==> config.mk <==
export PLATFORM = sky130hd
export DESIGN_NAME = core_port
export DESIGN_NICKNAME = d
export VERILOG_FILES = /design/src/logic/noc_port_pkg.sv /design/src/logic/core_port.sv /design/src/logic/flit_deserializer.sv /design/src/logic/flit_fifo.sv /design/src/logic/flit_serializer.sv
export SDC_FILE = /design/constraint.sdc
export NUM_CORES = 1
export LEC_CHECK = 0
export BUFFER_PORTS_ARGS = -buffer_cell sky130_fd_sc_hd__buf_4
export CAP_MARGIN = 25
export CORE_UTILIZATION = 59
export CTS_BUF_LIST = sky130_fd_sc_hd__clkbuf_8
export DETAILED_ROUTE_END_ITERATION = 8
export MAX_ROUTING_LAYER = met4
export PLACE_DENSITY = 0.89
export SYNTH_ARGS = -nofsm -noshare
export SYNTH_HDL_FRONTEND = slang
export SYNTH_HIERARCHICAL = 1
export SYNTH_SLANG_ARGS = --single-unit
==> constraint.sdc <==
create_clock -name clk -period 9.3 [get_ports clk]
set_clock_uncertainty 0.1 [all_clocks]
set_input_delay 2.79 -clock clk [delete_from_list [all_inputs] [get_ports clk]]
set_output_delay 2.79 -clock clk [all_outputs]
set_load 0.01 [all_outputs]
==> src/logic/noc_port_pkg.sv <==
package noc_port_pkg;

	////////////////////////////////////////
	// core word  [ route | code | data ]
	////////////////////////////////////////
	localparam int ROUTE_W = 10;
	localparam int CODE_W = 8;
	localparam int DATA_W = 24;
	localparam int WORD_W = ROUTE_W + CODE_W + DATA_W; // 42 bits

	////////////////////////////////////////
	// router flit  [ route or slice | tail ]
	////////////////////////////////////////
	localparam int FLIT_W = 11;
	localparam int SLICE_W = FLIT_W - 1; // payload bits per data flit
	localparam int TAIL_BIT = 0;
	localparam int DATA_FLITS = 3;

	// only the low part of a word is routed, code msbs fall off
	localparam int PAYLOAD_W = DATA_FLITS * SLICE_W;

	// injection side
	typedef enum logic [2:0] {
		ser_idle,
		ser_header,
		ser_data0,
		ser_data1,
		ser_data2
	} ser_state_t;

	// ejection side
	typedef enum logic [1:0] {
		des_wait_header,
		des_data0,
		des_data1,
		des_data2
	} des_state_t;

endpackage

==> src/logic/core_port.sv <==
`timescale 1ns/1ps

module core_port #(
	parameter int tx_depth = 4,
	parameter int rx_depth = 4
) (
	input  logic                               clk,
	input  logic                               reset,
	// core injection
	input  logic [noc_port_pkg::WORD_W-1:0]    core_in_word,
	input  logic                               core_in_valid,
	output logic                               core_in_ready,
	// router link out
	output logic [noc_port_pkg::FLIT_W-1:0]    tx_flit,
	output logic                               tx_valid,
	input  logic                               tx_ready,
	// router link in
	input  logic [noc_port_pkg::FLIT_W-1:0]    rx_flit,
	input  logic                               rx_valid,
	output logic                               rx_ready,
	// core ejection
	output logic [noc_port_pkg::ROUTE_W-1:0]   core_out_route,
	output logic [noc_port_pkg::PAYLOAD_W-1:0] core_out_payload,
	output logic                               core_out_valid,
	input  logic                               core_out_ready
);
	import noc_port_pkg::*;

	logic [FLIT_W-1:0] ser_flit; // serializer to tx fifo
	logic              ser_valid;
	logic              ser_ready;
	logic [FLIT_W-1:0] des_flit; // rx fifo to deserializer
	logic              des_valid;
	logic              des_ready;

	////////////////////////////////////////
	// injection path
	////////////////////////////////////////
	flit_serializer ser0 (
		.clk(clk), .reset(reset),
		.in_word(core_in_word), .in_valid(core_in_valid), .in_ready(core_in_ready),
		.flit(ser_flit), .flit_valid(ser_valid), .flit_ready(ser_ready)
	);

	flit_fifo #(.depth(tx_depth)) tx_fifo (
		.clk(clk), .reset(reset),
		.wr_flit(ser_flit), .wr_valid(ser_valid), .wr_ready(ser_ready),
		.rd_flit(tx_flit), .rd_valid(tx_valid), .rd_ready(tx_ready)
	);

	////////////////////////////////////////
	// ejection path
	////////////////////////////////////////
	flit_fifo #(.depth(rx_depth)) rx_fifo (
		.clk(clk), .reset(reset),
		.wr_flit(rx_flit), .wr_valid(rx_valid), .wr_ready(rx_ready),
		.rd_flit(des_flit), .rd_valid(des_valid), .rd_ready(des_ready)
	);

	flit_deserializer des0 (
		.clk(clk), .reset(reset),
		.flit(des_flit), .flit_valid(des_valid), .flit_ready(des_ready),
		.route(core_out_route), .payload(core_out_payload),
		.word_valid(core_out_valid), .word_ready(core_out_ready)
	);

endmodule

==> src/logic/flit_deserializer.sv <==
`timescale 1ns/1ps

module flit_deserializer (
	input  logic                               clk,
	input  logic                               reset,
	input  logic [noc_port_pkg::FLIT_W-1:0]    flit,
	input  logic                               flit_valid,
	output logic                               flit_ready,
	output logic [noc_port_pkg::ROUTE_W-1:0]   route,
	output logic [noc_port_pkg::PAYLOAD_W-1:0] payload,
	output logic                               word_valid,
	input  logic                               word_ready
);
	import noc_port_pkg::*;

	des_state_t state;
	des_state_t state_next;

	logic               flit_move;
	logic [SLICE_W-1:0] slice; // upper bits of the flit
	logic               tail;

	assign slice = flit[FLIT_W-1 -: SLICE_W];
	assign tail = flit[TAIL_BIT];

	// stop taking flits while a finished word sits unclaimed
	assign flit_ready = !word_valid || word_ready;
	assign flit_move = flit_valid && flit_ready;

	////////////////////////////////////////
	// state machine
	////////////////////////////////////////
	always_comb begin
		state_next = state;
		if (flit_move) begin
			case (state)
				des_wait_header: state_next = des_data0;
				des_data0:       state_next = des_data1;
				des_data1:       state_next = des_data2;
				des_data2:       state_next = tail ? des_wait_header : des_data0; // packet goes on
				default:         state_next = des_wait_header;
			endcase
		end
	end

	always_ff @(posedge clk) begin
		if (reset) begin
			state <= des_wait_header;
			word_valid <= 1'b0;
		end else begin
			state <= state_next;
			if (flit_move && state == des_data2)
				word_valid <= 1'b1; // word complete
			else if (word_ready)
				word_valid <= 1'b0;
		end
	end

	////////////////////////////////////////
	// route and payload gather
	////////////////////////////////////////
	always_ff @(posedge clk) begin
		if (flit_move) begin
			case (state)
				des_wait_header: route <= slice; // kept for the whole packet
				des_data0:       payload[PAYLOAD_W-1 -: SLICE_W] <= slice;
				des_data1:       payload[2*SLICE_W-1 -: SLICE_W] <= slice;
				des_data2:       payload[SLICE_W-1:0] <= slice;
				default:         route <= route;
			endcase
		end
	end

	// serializer only sets the tail on the last slice
	a_tail_in_data2: assert property (@(posedge clk) disable iff (reset)
		flit_move && tail |-> state == des_data2);

endmodule

==> src/logic/flit_fifo.sv <==
`timescale 1ns/1ps

module flit_fifo #(
	parameter int depth = 4
) (
	input  logic                            clk,
	input  logic                            reset,
	input  logic [noc_port_pkg::FLIT_W-1:0] wr_flit,
	input  logic                            wr_valid,
	output logic                            wr_ready,
	output logic [noc_port_pkg::FLIT_W-1:0] rd_flit,
	output logic                            rd_valid,
	input  logic                            rd_ready
);
	import noc_port_pkg::*;

	localparam int ptr_w = $clog2(depth); // depth is a power of two, pointers wrap
	localparam int cnt_w = $clog2(depth + 1);

	logic [FLIT_W-1:0] mem [depth];
	logic [ptr_w-1:0]  wr_ptr;
	logic [ptr_w-1:0]  rd_ptr;
	logic [cnt_w-1:0]  count;
	logic [cnt_w-1:0]  count_next;
	logic              full; // registered
	logic              empty; // registered
	logic              wr_en;
	logic              rd_en;

	assign wr_ready = !full;
	assign rd_valid = !empty;
	assign rd_flit = mem[rd_ptr]; // head of queue
	assign wr_en = wr_valid && !full;
	assign rd_en = rd_ready && !empty;

	always_comb begin
		count_next = count;
		if (wr_en && !rd_en)
			count_next = count + 1'b1;
		else if (!wr_en && rd_en)
			count_next = count - 1'b1;
	end

	always_ff @(posedge clk) begin
		if (reset) begin
			wr_ptr <= '0;
			rd_ptr <= '0;
			count <= '0;
			full <= 1'b0;
			empty <= 1'b1;
		end else begin
			if (wr_en)
				wr_ptr <= wr_ptr + 1'b1;
			if (rd_en)
				rd_ptr <= rd_ptr + 1'b1;
			count <= count_next;
			full <= (count_next == cnt_w'(depth)); // flags from next count
			empty <= (count_next == '0);
		end
	end

	always_ff @(posedge clk) begin
		if (wr_en)
			mem[wr_ptr] <= wr_flit;
	end

	a_count_bound: assert property (@(posedge clk) disable iff (reset)
		count <= cnt_w'(depth));

endmodule

==> src/logic/flit_serializer.sv <==
`timescale 1ns/1ps

module flit_serializer (
	input  logic                              clk,
	input  logic                              reset,
	input  logic [noc_port_pkg::WORD_W-1:0]   in_word,
	input  logic                              in_valid,
	output logic                              in_ready,
	output logic [noc_port_pkg::FLIT_W-1:0]   flit,
	output logic                              flit_valid,
	input  logic                              flit_ready
);
	import noc_port_pkg::*;

	ser_state_t state;
	ser_state_t state_next;

	logic [ROUTE_W-1:0]   route; // route of the word in flight
	logic [PAYLOAD_W-1:0] payload; // low 30 bits of that word
	logic [ROUTE_W-1:0]   in_route; // route of the word waiting at the input
	logic                 coalesce;
	logic                 flit_move;
	logic                 capture;

	assign in_route = in_word[WORD_W-1 -: ROUTE_W];

	// same destination so the next word rides in the open packet
	assign coalesce = in_valid && (in_route == route);

	assign flit_valid = (state != ser_idle);
	assign flit_move = flit_valid && flit_ready;

	// words are taken when idle or as the last slice leaves
	assign capture = in_valid && ((state == ser_idle) || (state == ser_data2 && flit_move));
	assign in_ready = capture;

	////////////////////////////////////////
	// flit select
	////////////////////////////////////////
	always_comb begin
		case (state)
			ser_header: flit = {route, 1'b0}; // header never carries a tail
			ser_data0:  flit = {payload[PAYLOAD_W-1 -: SLICE_W], 1'b0}; // msb slice
			ser_data1:  flit = {payload[2*SLICE_W-1 -: SLICE_W], 1'b0};
			ser_data2:  flit = {payload[SLICE_W-1:0], !coalesce}; // tail closes the packet
			default:    flit = '0; // nothing offered in idle
		endcase
	end

	////////////////////////////////////////
	// state machine
	////////////////////////////////////////
	always_comb begin
		state_next = state;
		case (state)
			ser_idle: begin
				if (in_valid)
					state_next = ser_header;
			end
			ser_header: begin
				if (flit_move)
					state_next = ser_data0;
			end
			ser_data0: begin
				if (flit_move)
					state_next = ser_data1;
			end
			ser_data1: begin
				if (flit_move)
					state_next = ser_data2;
			end
			ser_data2: begin
				if (flit_move) begin
					if (coalesce)
						state_next = ser_data0; // skip the header
					else if (in_valid)
						state_next = ser_header; // new packet
					else
						state_next = ser_idle;
				end
			end
			default: state_next = ser_idle;
		endcase
	end

	always_ff @(posedge clk) begin
		if (reset)
			state <= ser_idle;
		else
			state <= state_next;
	end

	always_ff @(posedge clk) begin
		if (capture) begin
			route <= in_route;
			payload <= in_word[PAYLOAD_W-1:0];
		end
	end

	// nothing goes out before a word is captured
	a_idle_quiet: assert property (@(posedge clk) disable iff (reset)
		$rose(flit_valid) |-> $past(capture));

	// stalled flit keeps its slice while the tail may drop for a same-route word
	a_hold_flit: assert property (@(posedge clk) disable iff (reset)
		flit_valid && !flit_ready |=> flit_valid && $stable(flit[FLIT_W-1:1]));

endmodule

# Yosys cells after proc, flatten, opt, wreduce, memory -nomap -nowiden

Memories as Yosys holds them, arrays and structs flattened. A register that Yosys moved wholly into a read port is not among the register bits.
Cells that the tools add are included.

Register bits: 104
Bits in writable memories: 88
Output and inout port bits: 55
Logic and storage cells: 104
Memories kept: 2

Memories:

| memory      | depth | bits a word | rd ports | clocked after Yosys merged registers in | wr ports | RTL line        | RTL |
|---|---|---|---|---|---|---|---|
| rx_fifo.mem | 4     | 11          | 1        | 1                                       | 1        | flit_fifo.sv:20 | `logic [FLIT_W-1:0] mem [depth];` |
| tx_fifo.mem | 4     | 11          | 1        | 1                                       | 1        | flit_fifo.sv:20 |  |

Add/subtract/negate cells: 8
Equality and inequality tests: 15
Mux-type cells: 25
Reduce and logical (&&, ||, !) cells: 35

Operator list:

| kind                                                  | count |
|---|---|
| case mux 11 bit (4 select lines)                      | 1 |
| two-way mux 3 bit                                     | 10 |
| case mux 3 bit (5 select lines)                       | 1 |
| logical AND 1 bit                                     | 12 |
| == test 10 bit                                        | 1 |
| zero test 1 bit                                       | 10 |
| == test 3 bit, second input constant                  | 3 |
| zero test 3 bit                                       | 3 |
| adder 2 x 1 -> 2 bit, second input constant           | 4 |
| two-way mux 1 bit                                     | 8 |
| two-way mux 2 bit                                     | 4 |
| inequality test 2 x 1 -> 1 bit, second input constant | 4 |
| case mux 2 bit (4 select lines)                       | 1 |
| AND reduction 2 bit                                   | 4 |
| adder 3 x 1 -> 3 bit, second input constant           | 2 |
| == test 3 x 2 -> 1 bit, second input constant         | 2 |
| subtractor 3 x 1 -> 3 bit, second input constant      | 2 |
| AND reduction 5 bit                                   | 1 |
| == test 2 bit, second input constant                  | 2 |
| == test 3 x 1 -> 1 bit, second input constant         | 1 |
| nonzero test 3 bit                                    | 1 |
| == test 2 x 1 -> 1 bit, second input constant         | 1 |
| zero test 2 bit                                       | 1 |
| logical OR 1 bit                                      | 2 |
| other kinds (2)                                       | 2 |

# Logic depth before layout (Yosys ltp)

Gate-level depths: netlist of run 1.

Word-level depth: 7
Gate-level depth with buffers: 8
Mapped depth without buffers: 6

# Modules after synthesis

Netlist of run 1, hierarchy kept.

By module, submodules not included:

| module               | times used | cells an instance | area each (µm²) |
|---|---|---|---|
| flit_fifo at tx_fifo | 1          | 131               | 2214.6 |
| flit_fifo at rx_fifo | 1          | 128               | 2212.1 |
| flit_serializer      | 1          | 131               | 1843.0 |
| flit_deserializer    | 1          | 66                | 1442.6 |

# Worst setup path after synthesis of run 1

No wires, ideal clock.

Path type: input to output
From: input core_in_valid
To: output core_in_ready
Arrival: 6.301 ns
Data required time: 6.410 ns
Setup slack: 0.109 ns
Stages: 2
Buffers on the path: 0
Path through: nor3b_1 -> a21boi_0

Longest elaborated chain between the ends: 1

Ends and longest elaborated chain:

| what               | RTL line              | RTL |
|---|---|---|
| start: declaration | core_port.sv:11       | `input logic core_in_valid,` |
| logical AND 1 bit  | flit_serializer.sv:34 | `assign capture = in_valid && ((state == ser_idle) \|\| (state == ser_data2 && flit_move));` |
| end: declaration   | core_port.sv:12       | `output logic core_in_ready,` |

No other way between the ends.

# Final worst setup path of run 1

Ends and elaborated chain as after synthesis.

==> flow_summary_export.csv, run 1 <==
group,metric,value,unit
outcome,run_status,"finished clean",
global_routing,grt_max_degree,42,
run,cap_violations,0,
synthesis,yosysTopAreaCellShare,0.654,
timing,max_slew_margin,0.506,
drt,routed_wl,14200,um
global_routing,congestion_overflow_gr,0,
clock_tree,clk-insertion-delay-late,0.46,ns
worst_setup_path,critical_path.cell_chain,"buf_4 -> nor3b_1 -> a21boi_4 -> buf_4 -> buf_4",
power,ir_drop,135,uV
worst_setup_path,worstPathMaxFanout,41,
worst_setup_path,criticalPathCategory,"input port to primary output",
floorplan,die_area,0.0135,mm^2
worst_setup_path,worst_path_dominant_cell_family,"buffers and inverters",
floorplan,initial_utilization,0.609,
timing,period_share,0.755,
worst_setup_path,cpPeakStageDelay,0.45,ns
finish,antenna-diode-count,0,
synthesis,synth_commonest_cells,"edfxtp_1, dfxtp_1, nand2_1, nor2_1",
worst_setup_path,timing.critical_path.buf_inv,3,
clock_tree,cts_buffers,17,
floorplan,total_core_area,0.0127,mm^2
timing,final.setup.worst_slack,2.28,ns
floorplan,pin_count,114,
finish,finalCoreUtilization,0.719,
drt,drt-initial-drc-count,294,
timing,fmax,142,MHz
drt,drt-pass1-iter-count,5,
synthesis,synth_ff_type,"edfxtp_1",
clock_tree,ctsRootBufferMaster,"clkbuf_8",
worst_setup_path,start_kind,"input port",
synthesis,yosysMostFrequentCell,"edfxtp_1",
drt,drtAntennaViolNets,0,
worst_setup_path,cpMostUsedCell,"buf_4",
power,power.density_cell_area,296,mW/mm^2
timing,layout_min_cycle_time,7.02,ns
finish,area.growth.synth_to_final,18.1,%
placed_design,numPortBuffers,111,
timing,sum_of_negative_setup_slack,0,ns
timing,final-setup-viol-count,0,
clock_tree,postCtsSetupRepairBufs,0,
synthesis,synth-warning-count,6,
synthesis,netlist-cell-type-count,53,
clock_tree,hold_buffer_count_at_cts,0,
drt,routed_wire_per_std_cell,18.7,um
clock_tree,clk_transition_reported_paths,0.10,ns
power,power.static_leakage,3.26,nW
floorplan,die_w,116,um
placed_design,hpwl,9970,um
global_routing,first_global_vias,4216,
synthesis,post_synth_inst_count,456,
synthesis,synth_edf_count,168,
drt,drc,0,
finish,nFillCells,769,
clock_tree,cts.path.max_buffers,2,
drt,routed_via_density,5.60,
placed_design,preCtsSetupSlack,2.25,ns
clock_tree,htree_levels,4,
timing,finalMaxSlewViolations,0,
timing,grt_setup_unrepaired,"no",
global_routing,grt_first_pass_wirelength,21800,um
placed_design,place.gp.congestion,0.769,
synthesis,synth.net_count,532,
floorplan,floorplan.die.height,116,um
clock_tree,clock_tree_from_tritoncts,"built",
synthesis,synth-async-reset-ratio,0,
synthesis,mappedNetlistArea,0.00771,mm^2
drt,vias,4231,
timing,timing_worst_slew_pin_value,0.739,ns
clock_tree,cts-resized-gates,0,
finish,final_nets,647,
hold_path,worst_hold_path_type,"flop to flop",
synthesis,ys_top_cells_by_area,"edfxtp_1, dfxtp_1, mux4_2, ha_1, xnor2_1",
floorplan,placementRows,41,
worst_setup_path,worst_ep_arrival_time,4.13,ns
clock_tree,cts_sinks,196,
timing,timing.final.hold_violations,0,
worst_setup_path,crit_end_category,"primary output",
global_routing,antenna_found_initial,0,
synthesis,synth-seq-cells,196,
worst_setup_path,cpMaxStageDelayCell,"buf_4",
worst_setup_path,timing.critical_path.required,6.41,ns
global_routing,grt_usage,0.234,
synthesis,yosysSeqAreaShare,0.727,
finish,drive_above_1_share,0.327,
synthesis,postSynthAreaPerCell,16.9,um^2
synthesis,synth_top_cell_by_area,"edfxtp_1",
-- routing by layer --
metal / track usage / part of all wire / up-vias
met1: 0.303 / 0.43 / 2096
met5: - / 0 / -
met4: 0.0923 / 0.019 / 0
met3: 0.0493 / 0.044 / 25
li1: - / - / 1956
met2: 0.366 / 0.51 / 154
-- where the power goes --
| group | switching (W) | internal, W | leakage [nW] |
|---|---|---|---|
| clock | 0.000299 | 0.000273 | 0.207 |
| sequential | 0.000121 | 0.00123 | 1.79 |
| combinational | 0.000423 | 0.000347 | 1.26 |
-- cells in the final DEF, fill, tap and decap left out, types with 4 or more instances in the layout --
master,Yosys,layout
edfxtp_1,168,168
nand3_1,8,8
nor3_1,8,8
o21ai_0,11,11
mux4_2,22,22
nand2_1,23,23
clkbuf_8,0,17
nor2_1,23,23
nand2b_1,4,4
ha_1,17,17
a22oi_1,7,7
inv_1,22,22
xnor2_1,17,17
mux2_2,7,7
dfxtp_1,28,28
and2_1,8,8
a21oi_1,11,11
buf_4,4,113
-- final cells by class --
| cell class | instances | area [um^2] | area share |
|---|---|---|---|
| clock buffer | 17 | 234 | 0.0257 |
| clock inverter | 15 | 194 | 0.0213 |
| inverter | 22 | 82.6 | 0.00907 |
| timing repair buffer | 113 | 848 | 0.0931 |
| sequential | 196 | 5610 | 0.615 |
| multi-input combinational | 221 | 1930 | 0.212 |
| tap | 172 | 215 | 0.0236 |
-- logic make-up after synthesis --
| group | count (synthesis) | synth area share |
|---|---|---|
| fa+ha+maj | 17 | 0.0276 |
| mux | 32 | 0.0784 |
| compound gates | 50 | 0.0467 |
| flops | 196 | 0.727 |
| xor+xnor | 22 | 0.0269 |
| buf+inv | 39 | 0.0247 |
| simple gates | 100 | 0.0689 |
-- through the flow --
stage / cell area, um^2 / power, W / instances / hold WS, ns
after floorplan: 7710 / 0.00188 / 456 / 0.369
after global placement: 8680 / 0.00208 / 724 / 0.377
after detailed placement: 8680 / 0.00214 / 724 / 0.402
after CTS: 9110 / 0.00270 / 756 / 0.417
after global routing: 9110 / 0.00283 / 756 / 0.449
final: 9110 / 0.00270 / 756 / 0.417
-- sequential cells by signal, indices dropped and copies added (netlist names), named ones only --
signal,cells
des0/payload,30
des0/route,10
des0/state,2
des0/word_valid,1
rx_fifo/count,3
rx_fifo/empty,1
rx_fifo/full,1
rx_fifo/mem,44
rx_fifo/rd_ptr,2
rx_fifo/wr_ptr,2
ser0/payload,30
ser0/route,10
ser0/state,3
tx_fifo/count,3
tx_fifo/empty,1
tx_fifo/full,1
tx_fifo/mem,44
tx_fifo/rd_ptr,2
tx_fifo/wr_ptr,2
-- path summary, 6_finish.rpt --
kind | start | to | slack (ns) | cells past startpoint
max | core_in_valid | core_in_ready | 2.28 | 5
min | rx_fifo/wr_ptr[1] | rx_fifo/wr_ptr[1] | 0.42 | 2
max reg2reg | ser0/state[0] | tx_fifo/mem[1][3] | 6.80 | 4
min reg2reg | rx_fifo/wr_ptr[1] | rx_fifo/wr_ptr[1] | 0.42 | 2
-- worst reg2reg max path: cells and delay by family (launching register included) --
family                 cells  cell delay, ns
AOI/OAI and AO/OA          2            0.75
and+or+nand+nor            1            0.41
buffers and inverters      1            0.22
DFF                        1            0.74
Note: power is estimated with default switching activity, not from simulation.
==> run 2, diff against run 1 <==
Clock period 9.3 ns to 6.5 ns, I/O delays scaled along.
==> run 2 against run 1 <==
  * Cell area decreased by 0.77%
  * Die area unchanged
  * Total power increased by 40%
  * Non-clock buffer count unchanged
  * Worst setup slack got worse by 0.70 ns
  * Largest power group unchanged
==> flow_summary_export.csv, run 2 (synthesis gave the netlist of run 1 again) <==
group,metric,value,unit
floorplan,total_core_area,0.0127,mm^2
drt,drt-initial-drc-count,337,
global_routing,grt_first_pass_wirelength,21800,um
finish,nFillCells,803,
timing,final.setup.worst_slack,1.58,ns
run,cap_violations,0,
timing,sum_of_negative_setup_slack,0,ns
finish,final-seq-area,0.00561,mm^2
finish,antenna-diode-count,0,
worst_setup_path,critical_path.cell_chain,"buf_4 -> nor3b_1 -> a21boi_4 -> buf_4",
finish,drive_above_1_share,0.327,
finish,final_nets,647,
clock_tree,cts.path.max_buffers,2,
worst_setup_path,r2r_cells,4,
clock_tree,ctsRootBufferMaster,"clkbuf_8",
clock_tree,hold_buffer_count_at_cts,0,
finish,final_area,0.00904,mm^2
clock_tree,htree_levels,4,
worst_setup_path,cpMaxStageDelayCell,"nor3b_1",
placed_design,preCtsSetupSlack,1.61,ns
placed_design,detailed_place.area,0.00868,mm^2
timing,finalMaxSlewViolations,0,
timing,final-setup-viol-count,0,
global_routing,first_global_vias,4177,
drt,routed_wl,14300,um
floorplan,die_w,116,um
worst_setup_path,crit_end_category,"primary output",
power,power.density_cell_area,417,mW/mm^2
global_routing,grt_usage,0.232,
global_routing,antenna_found_initial,0,
floorplan,pin_count,114,
placed_design,numPortBuffers,111,
timing,layout_min_cycle_time,4.92,ns
finish,area.growth.synth_to_final,17.2,%
hold_path,timing.hold.worst_path_depth,2,
worst_setup_path,criticalPathCategory,"input port to primary output",
timing,max_slew_margin,0.494,
clock_tree,clk-insertion-delay-late,0.46,ns
power,power.static_leakage,3.24,nW
worst_setup_path,worstPathMaxFanout,3,
placed_design,hpwl,10000,um
placed_design,post-place-cells,724,
floorplan,placementRows,41,
timing,fmax,203,MHz
hold_path,worst_hold_path_type,"flop to flop",
finish,most-common-layout-cells,"edfxtp_1, buf_4, dfxtp_1",
worst_setup_path,worst_ep_arrival_time,2.87,ns
placed_design,place.gp.congestion,0.808,
clock_tree,postCtsSetupRepairBufs,0,
clock_tree,clk_transition_reported_paths,0.09,ns
clock_tree,cts-resized-gates,0,
clock_tree,clock_tree_from_tritoncts,"built",
floorplan,floorplan.die.height,116,um
finish,layout.cells.most_common,"edfxtp_1",
timing,timing.final.hold_violations,0,
floorplan,initial_utilization,0.609,
worst_setup_path,timing.critical_path.buf_inv,2,
worst_setup_path,cpPeakStageDelay,0.43,ns
finish,final_cell_count_no_fill,756,
timing,grt_setup_unrepaired,"no",
power,ir_drop,183,uV
global_routing,congestion_overflow_gr,0,
drt,vias,4236,
drt,routed_wire_per_std_cell,18.9,um
timing,period_share,0.757,
worst_setup_path,start_kind,"input port",
drt,routed_via_density,5.60,
global_routing,grt_max_degree,41,
worst_setup_path,timing.critical_path.required,4.45,ns
drt,drc,0,
floorplan,die_area,0.0135,mm^2
outcome,run_status,"finished clean",
timing,timing_worst_slew_pin_value,0.757,ns
clock_tree,cts_buffers,17,
finish,reg_top3,"rx_fifo/mem: 44 flops, tx_fifo/mem: 44 flops",
worst_setup_path,cpMostUsedCell,"buf_4",
finish,area_of_the_multi_input_gates,0.00193,mm^2
drt,drtAntennaViolNets,0,
drt,drt-pass1-iter-count,5,
worst_setup_path,critical_path_cell_count,4,
worst_setup_path,worst_path_dominant_cell_family,"simple AND/OR/NAND/NOR gates",
clock_tree,cts_sinks,196,
## run 2: cell count changes in the layout (fill, tap and decap cells not counted), sizes merged
cell      before  now
bufinv         3    0
clkbuf        17   19
clkinv         3    4
clkinvlp       3    1
inv           28   30
## run 2: report_power, final
group	switching, W	internal (W)	total [W]
clock	0.000420	0.000290	0.000710
combinational	0.000620	0.000497	0.00112
sequential	0.000175	0.00176	0.00194
## run 2: metrics by stage
stage | hold slack [ns] | utilization | total power, W
floorplan | 0.369 | - | 0.00268
global placement | 0.380 | 0.685 | 0.00299
detailed placement | 0.416 | 0.685 | 0.00308
CTS | 0.429 | 0.713 | 0.00377
global route | 0.477 | 0.713 | 0.00395
finish | 0.429 | 0.713 | 0.00376
## run 2: final cells by class
class / instances / share of cell area
Tap cell: 172 / 0.0238
Clock inverter: 13 / 0.0107
Clock buffer: 19 / 0.0289
Sequential cell: 196 / 0.620
Multi-Input combinational cell: 221 / 0.213
Inverter: 22 / 0.00914
Timing Repair Buffer: 113 / 0.0939
## run 2: path summary, 6_finish.rpt
| check | from | end | slack (ns) |
|---|---|---|---|
| worst min register to register | tx_fifo/wr_ptr[1] | tx_fifo/wr_ptr[1] | 0.43 |
| worst min-delay path | tx_fifo/wr_ptr[1] | tx_fifo/wr_ptr[1] | 0.43 |
| worst max register to register | ser0/state[0] | tx_fifo/mem[3][8] | 3.92 |
| worst max-delay path | core_in_valid | core_in_ready | 1.58 |
## run 2: worst reg2reg max path: cells and delay by family (launching register included)
family | cells | cell delay (ns)
AO/OA/AOI/OAI | 2 | 0.74
buffers and inverters | 1 | 0.23
flip-flops | 1 | 0.79
AND/OR/NAND/NOR | 1 | 0.48
## run 2: metal layers
layer | routed length (um) | up-vias | track usage
met1 | 5940 | 2102 | 0.291
met2 | 7370 | 156 | 0.377
met5 | 0 | - | -
li1 | - | 1957 | -
met3 | 719 | 21 | 0.0509
met4 | 223 | 0 | 0.0821
==> run 3, diff against run 2 <==
Clock period 6.5 ns to 5 ns, I/O delays scaled along.
==> run 3 against run 2 <==
  * Total power rose by 31%
  * Non-clock buffer count unchanged
  * Critical path depth unchanged
  * Register-to-register slack worse by 1.4 ns
  * Worst setup slack lost 0.59 ns
  * Sequential cell count unchanged
  * Global-route usage rose by 0.40 points
  * Clock power is 36% higher
  * Worst hold slack got worse by 0.020 ns
  * Via count is 0.31% lower
  * Final cell count did not move
  * Critical endpoint unchanged
  * Largest power group unchanged
==> flow_summary_export.csv, run 3 (synthesis gave the netlist of run 1 again) <==
group,metric,value,unit
hold_path,timing.hold.worst_path_depth,2,
clock_tree,cts-resized-gates,0,
worst_setup_path,crit_end_category,"primary output",
worst_setup_path,timing.critical_path.buf_inv,2,
worst_setup_path,critical_path.cell_chain,"buf_4 -> nor3b_1 -> a21boi_4 -> buf_4",
timing,final-setup-viol-count,0,
drt,drc,0,
worst_setup_path,cpMaxStageDelayCell,"nor3b_1",
power,power.static_leakage,3.25,nW
floorplan,die_w,116,um
placed_design,detailed_place.area,0.00868,mm^2
worst_setup_path,reg2reg_slack,2.48,ns
worst_setup_path,worstPathMaxFanout,3,
finish,antenna-diode-count,0,
worst_setup_path,cpMostUsedCell,"buf_4",
global_routing,grt_max_degree,41,
drt,drtAntennaViolNets,0,
power,power.density_cell_area,545,mW/mm^2
worst_setup_path,timing.critical_path.required,3.40,ns
timing,grt_setup_unrepaired,"no",
worst_setup_path,r2r_cells,4,
timing,sum_of_negative_setup_slack,0,ns
placed_design,hpwl,9870,um
finish,final_nets,647,
drt,drt-pass1-iter-count,5,
clock_tree,cts.path.max_buffers,2,
timing,fmax,249,MHz
worst_setup_path,cpPeakStageDelay,0.40,ns
timing,period_share,0.802,
floorplan,die_area,0.0135,mm^2
outcome,run_status,"finished clean",
floorplan,pin_count,114,
worst_setup_path,worst_path_dominant_cell_family,"simple AND/OR/NAND/NOR gates",
global_routing,grt_first_pass_wirelength,22200,um
placed_design,preCtsSetupSlack,0.998,ns
power,ir_drop,255,uV
clock_tree,ctsRootBufferMaster,"clkbuf_8",
drt,drt-initial-drc-count,363,
hold_path,worst_hold_path_type,"flop to flop",
global_routing,grt_usage,0.236,
timing,timing.final.hold_violations,0,
clock_tree,cts_sinks,196,
clock_tree,clk_transition_reported_paths,0.09,ns
drt,vias,4223,
clock_tree,hold_buffer_count_at_cts,0,
drt,routed_via_density,5.59,
placed_design,numPortBuffers,111,
timing,timing_worst_slew_pin_value,0.767,ns
placed_design,place.gp.congestion,0.812,
run,cap_violations,0,
finish,layout.cells.most_common,"edfxtp_1",
worst_setup_path,worst_ep_arrival_time,2.41,ns
timing,final.setup.worst_slack,0.991,ns
clock_tree,cts_buffers,17,
floorplan,placementRows,41,
timing,layout_min_cycle_time,4.01,ns
clock_tree,clock_tree_from_tritoncts,"built",
timing,finalMaxSlewViolations,0,
drt,routed_wire_per_std_cell,19.1,um
global_routing,antenna_found_initial,0,
floorplan,initial_utilization,0.609,
global_routing,first_global_vias,4326,
worst_setup_path,criticalPathCategory,"input port to primary output",
worst_setup_path,critical_path_cell_count,4,
worst_setup_path,start_kind,"input port",
finish,area.growth.synth_to_final,17.4,%
finish,final_area,0.00905,mm^2
global_routing,congestion_overflow_gr,0,
finish,drive_above_1_share,0.324,
clock_tree,postCtsSetupRepairBufs,0,
finish,reg_top3,"rx_fifo/mem: 44 flops, tx_fifo/mem: 44 flops",
floorplan,floorplan.die.height,116,um
timing,max_slew_margin,0.488,
clock_tree,htree_levels,4,
finish,most-common-layout-cells,"edfxtp_1, buf_4, dfxtp_1",
floorplan,total_core_area,0.0127,mm^2
timing,fin_hold_ws,0.409,ns
drt,routed_wl,14500,um
clock_tree,clk-insertion-delay-late,0.45,ns
[run 3: per-stage QoR]
step	utilization	power, W	instances
6_report	0.715	0.00494	756
5_1_grt	0.715	0.00518	756
4_1_cts	0.715	0.00496	756
3_5_place_dp	0.685	0.00400	724
3_3_place_gp	0.685	0.00389	724
2_1_floorplan	-	0.00348	456
[run 3: layer usage]
metal / part of all wire / global-route usage / wire length, um / vias to the layer above
met5: 0 / - / 0 / -
li1: - / - / - / 1952
met2: 0.51 / 0.372 / 7330 / 141
met1: 0.43 / 0.303 / 6250 / 2108
met3: 0.046 / 0.0509 / 666 / 22
met4: 0.015 / 0.0923 / 211 / 0
[run 3: power breakdown]
part	switching (W)	total [W]	leakage, nW	internal [W]
Combinational	0.000810	0.00146	1.26	0.000647
Sequential	0.000226	0.00252	1.79	0.00229
Clock	0.000525	0.000963	0.196	0.000438
[run 3: final timing paths]
kind	start	to
max	core_in_valid	core_in_ready
min	rx_fifo/wr_ptr[1]	rx_fifo/wr_ptr[1]
max reg2reg	ser0/state[0]	tx_fifo/mem[1][9]
min reg2reg	rx_fifo/wr_ptr[1]	rx_fifo/wr_ptr[1]
[run 3: tightest hold or removal path, delay by kind of cell, from the launching register on]
kind / cells / cell delay (ns)
flops: 1 / 0.35
simple gates: 1 / 0.07
compound gates: 1 / 0.06
[run 3: cell type report]
| type | count | area [um^2] |
|---|---|---|
| fill | 778 | 3620 |
| clock inverter | 15 | 140 |
| timing repair buffer | 113 | 848 |
| inverter | 22 | 82.6 |
| multi-input combinational | 221 | 1930 |
| sequential | 196 | 5610 |
| clock buffer | 17 | 234 |
| tap | 172 | 215 |
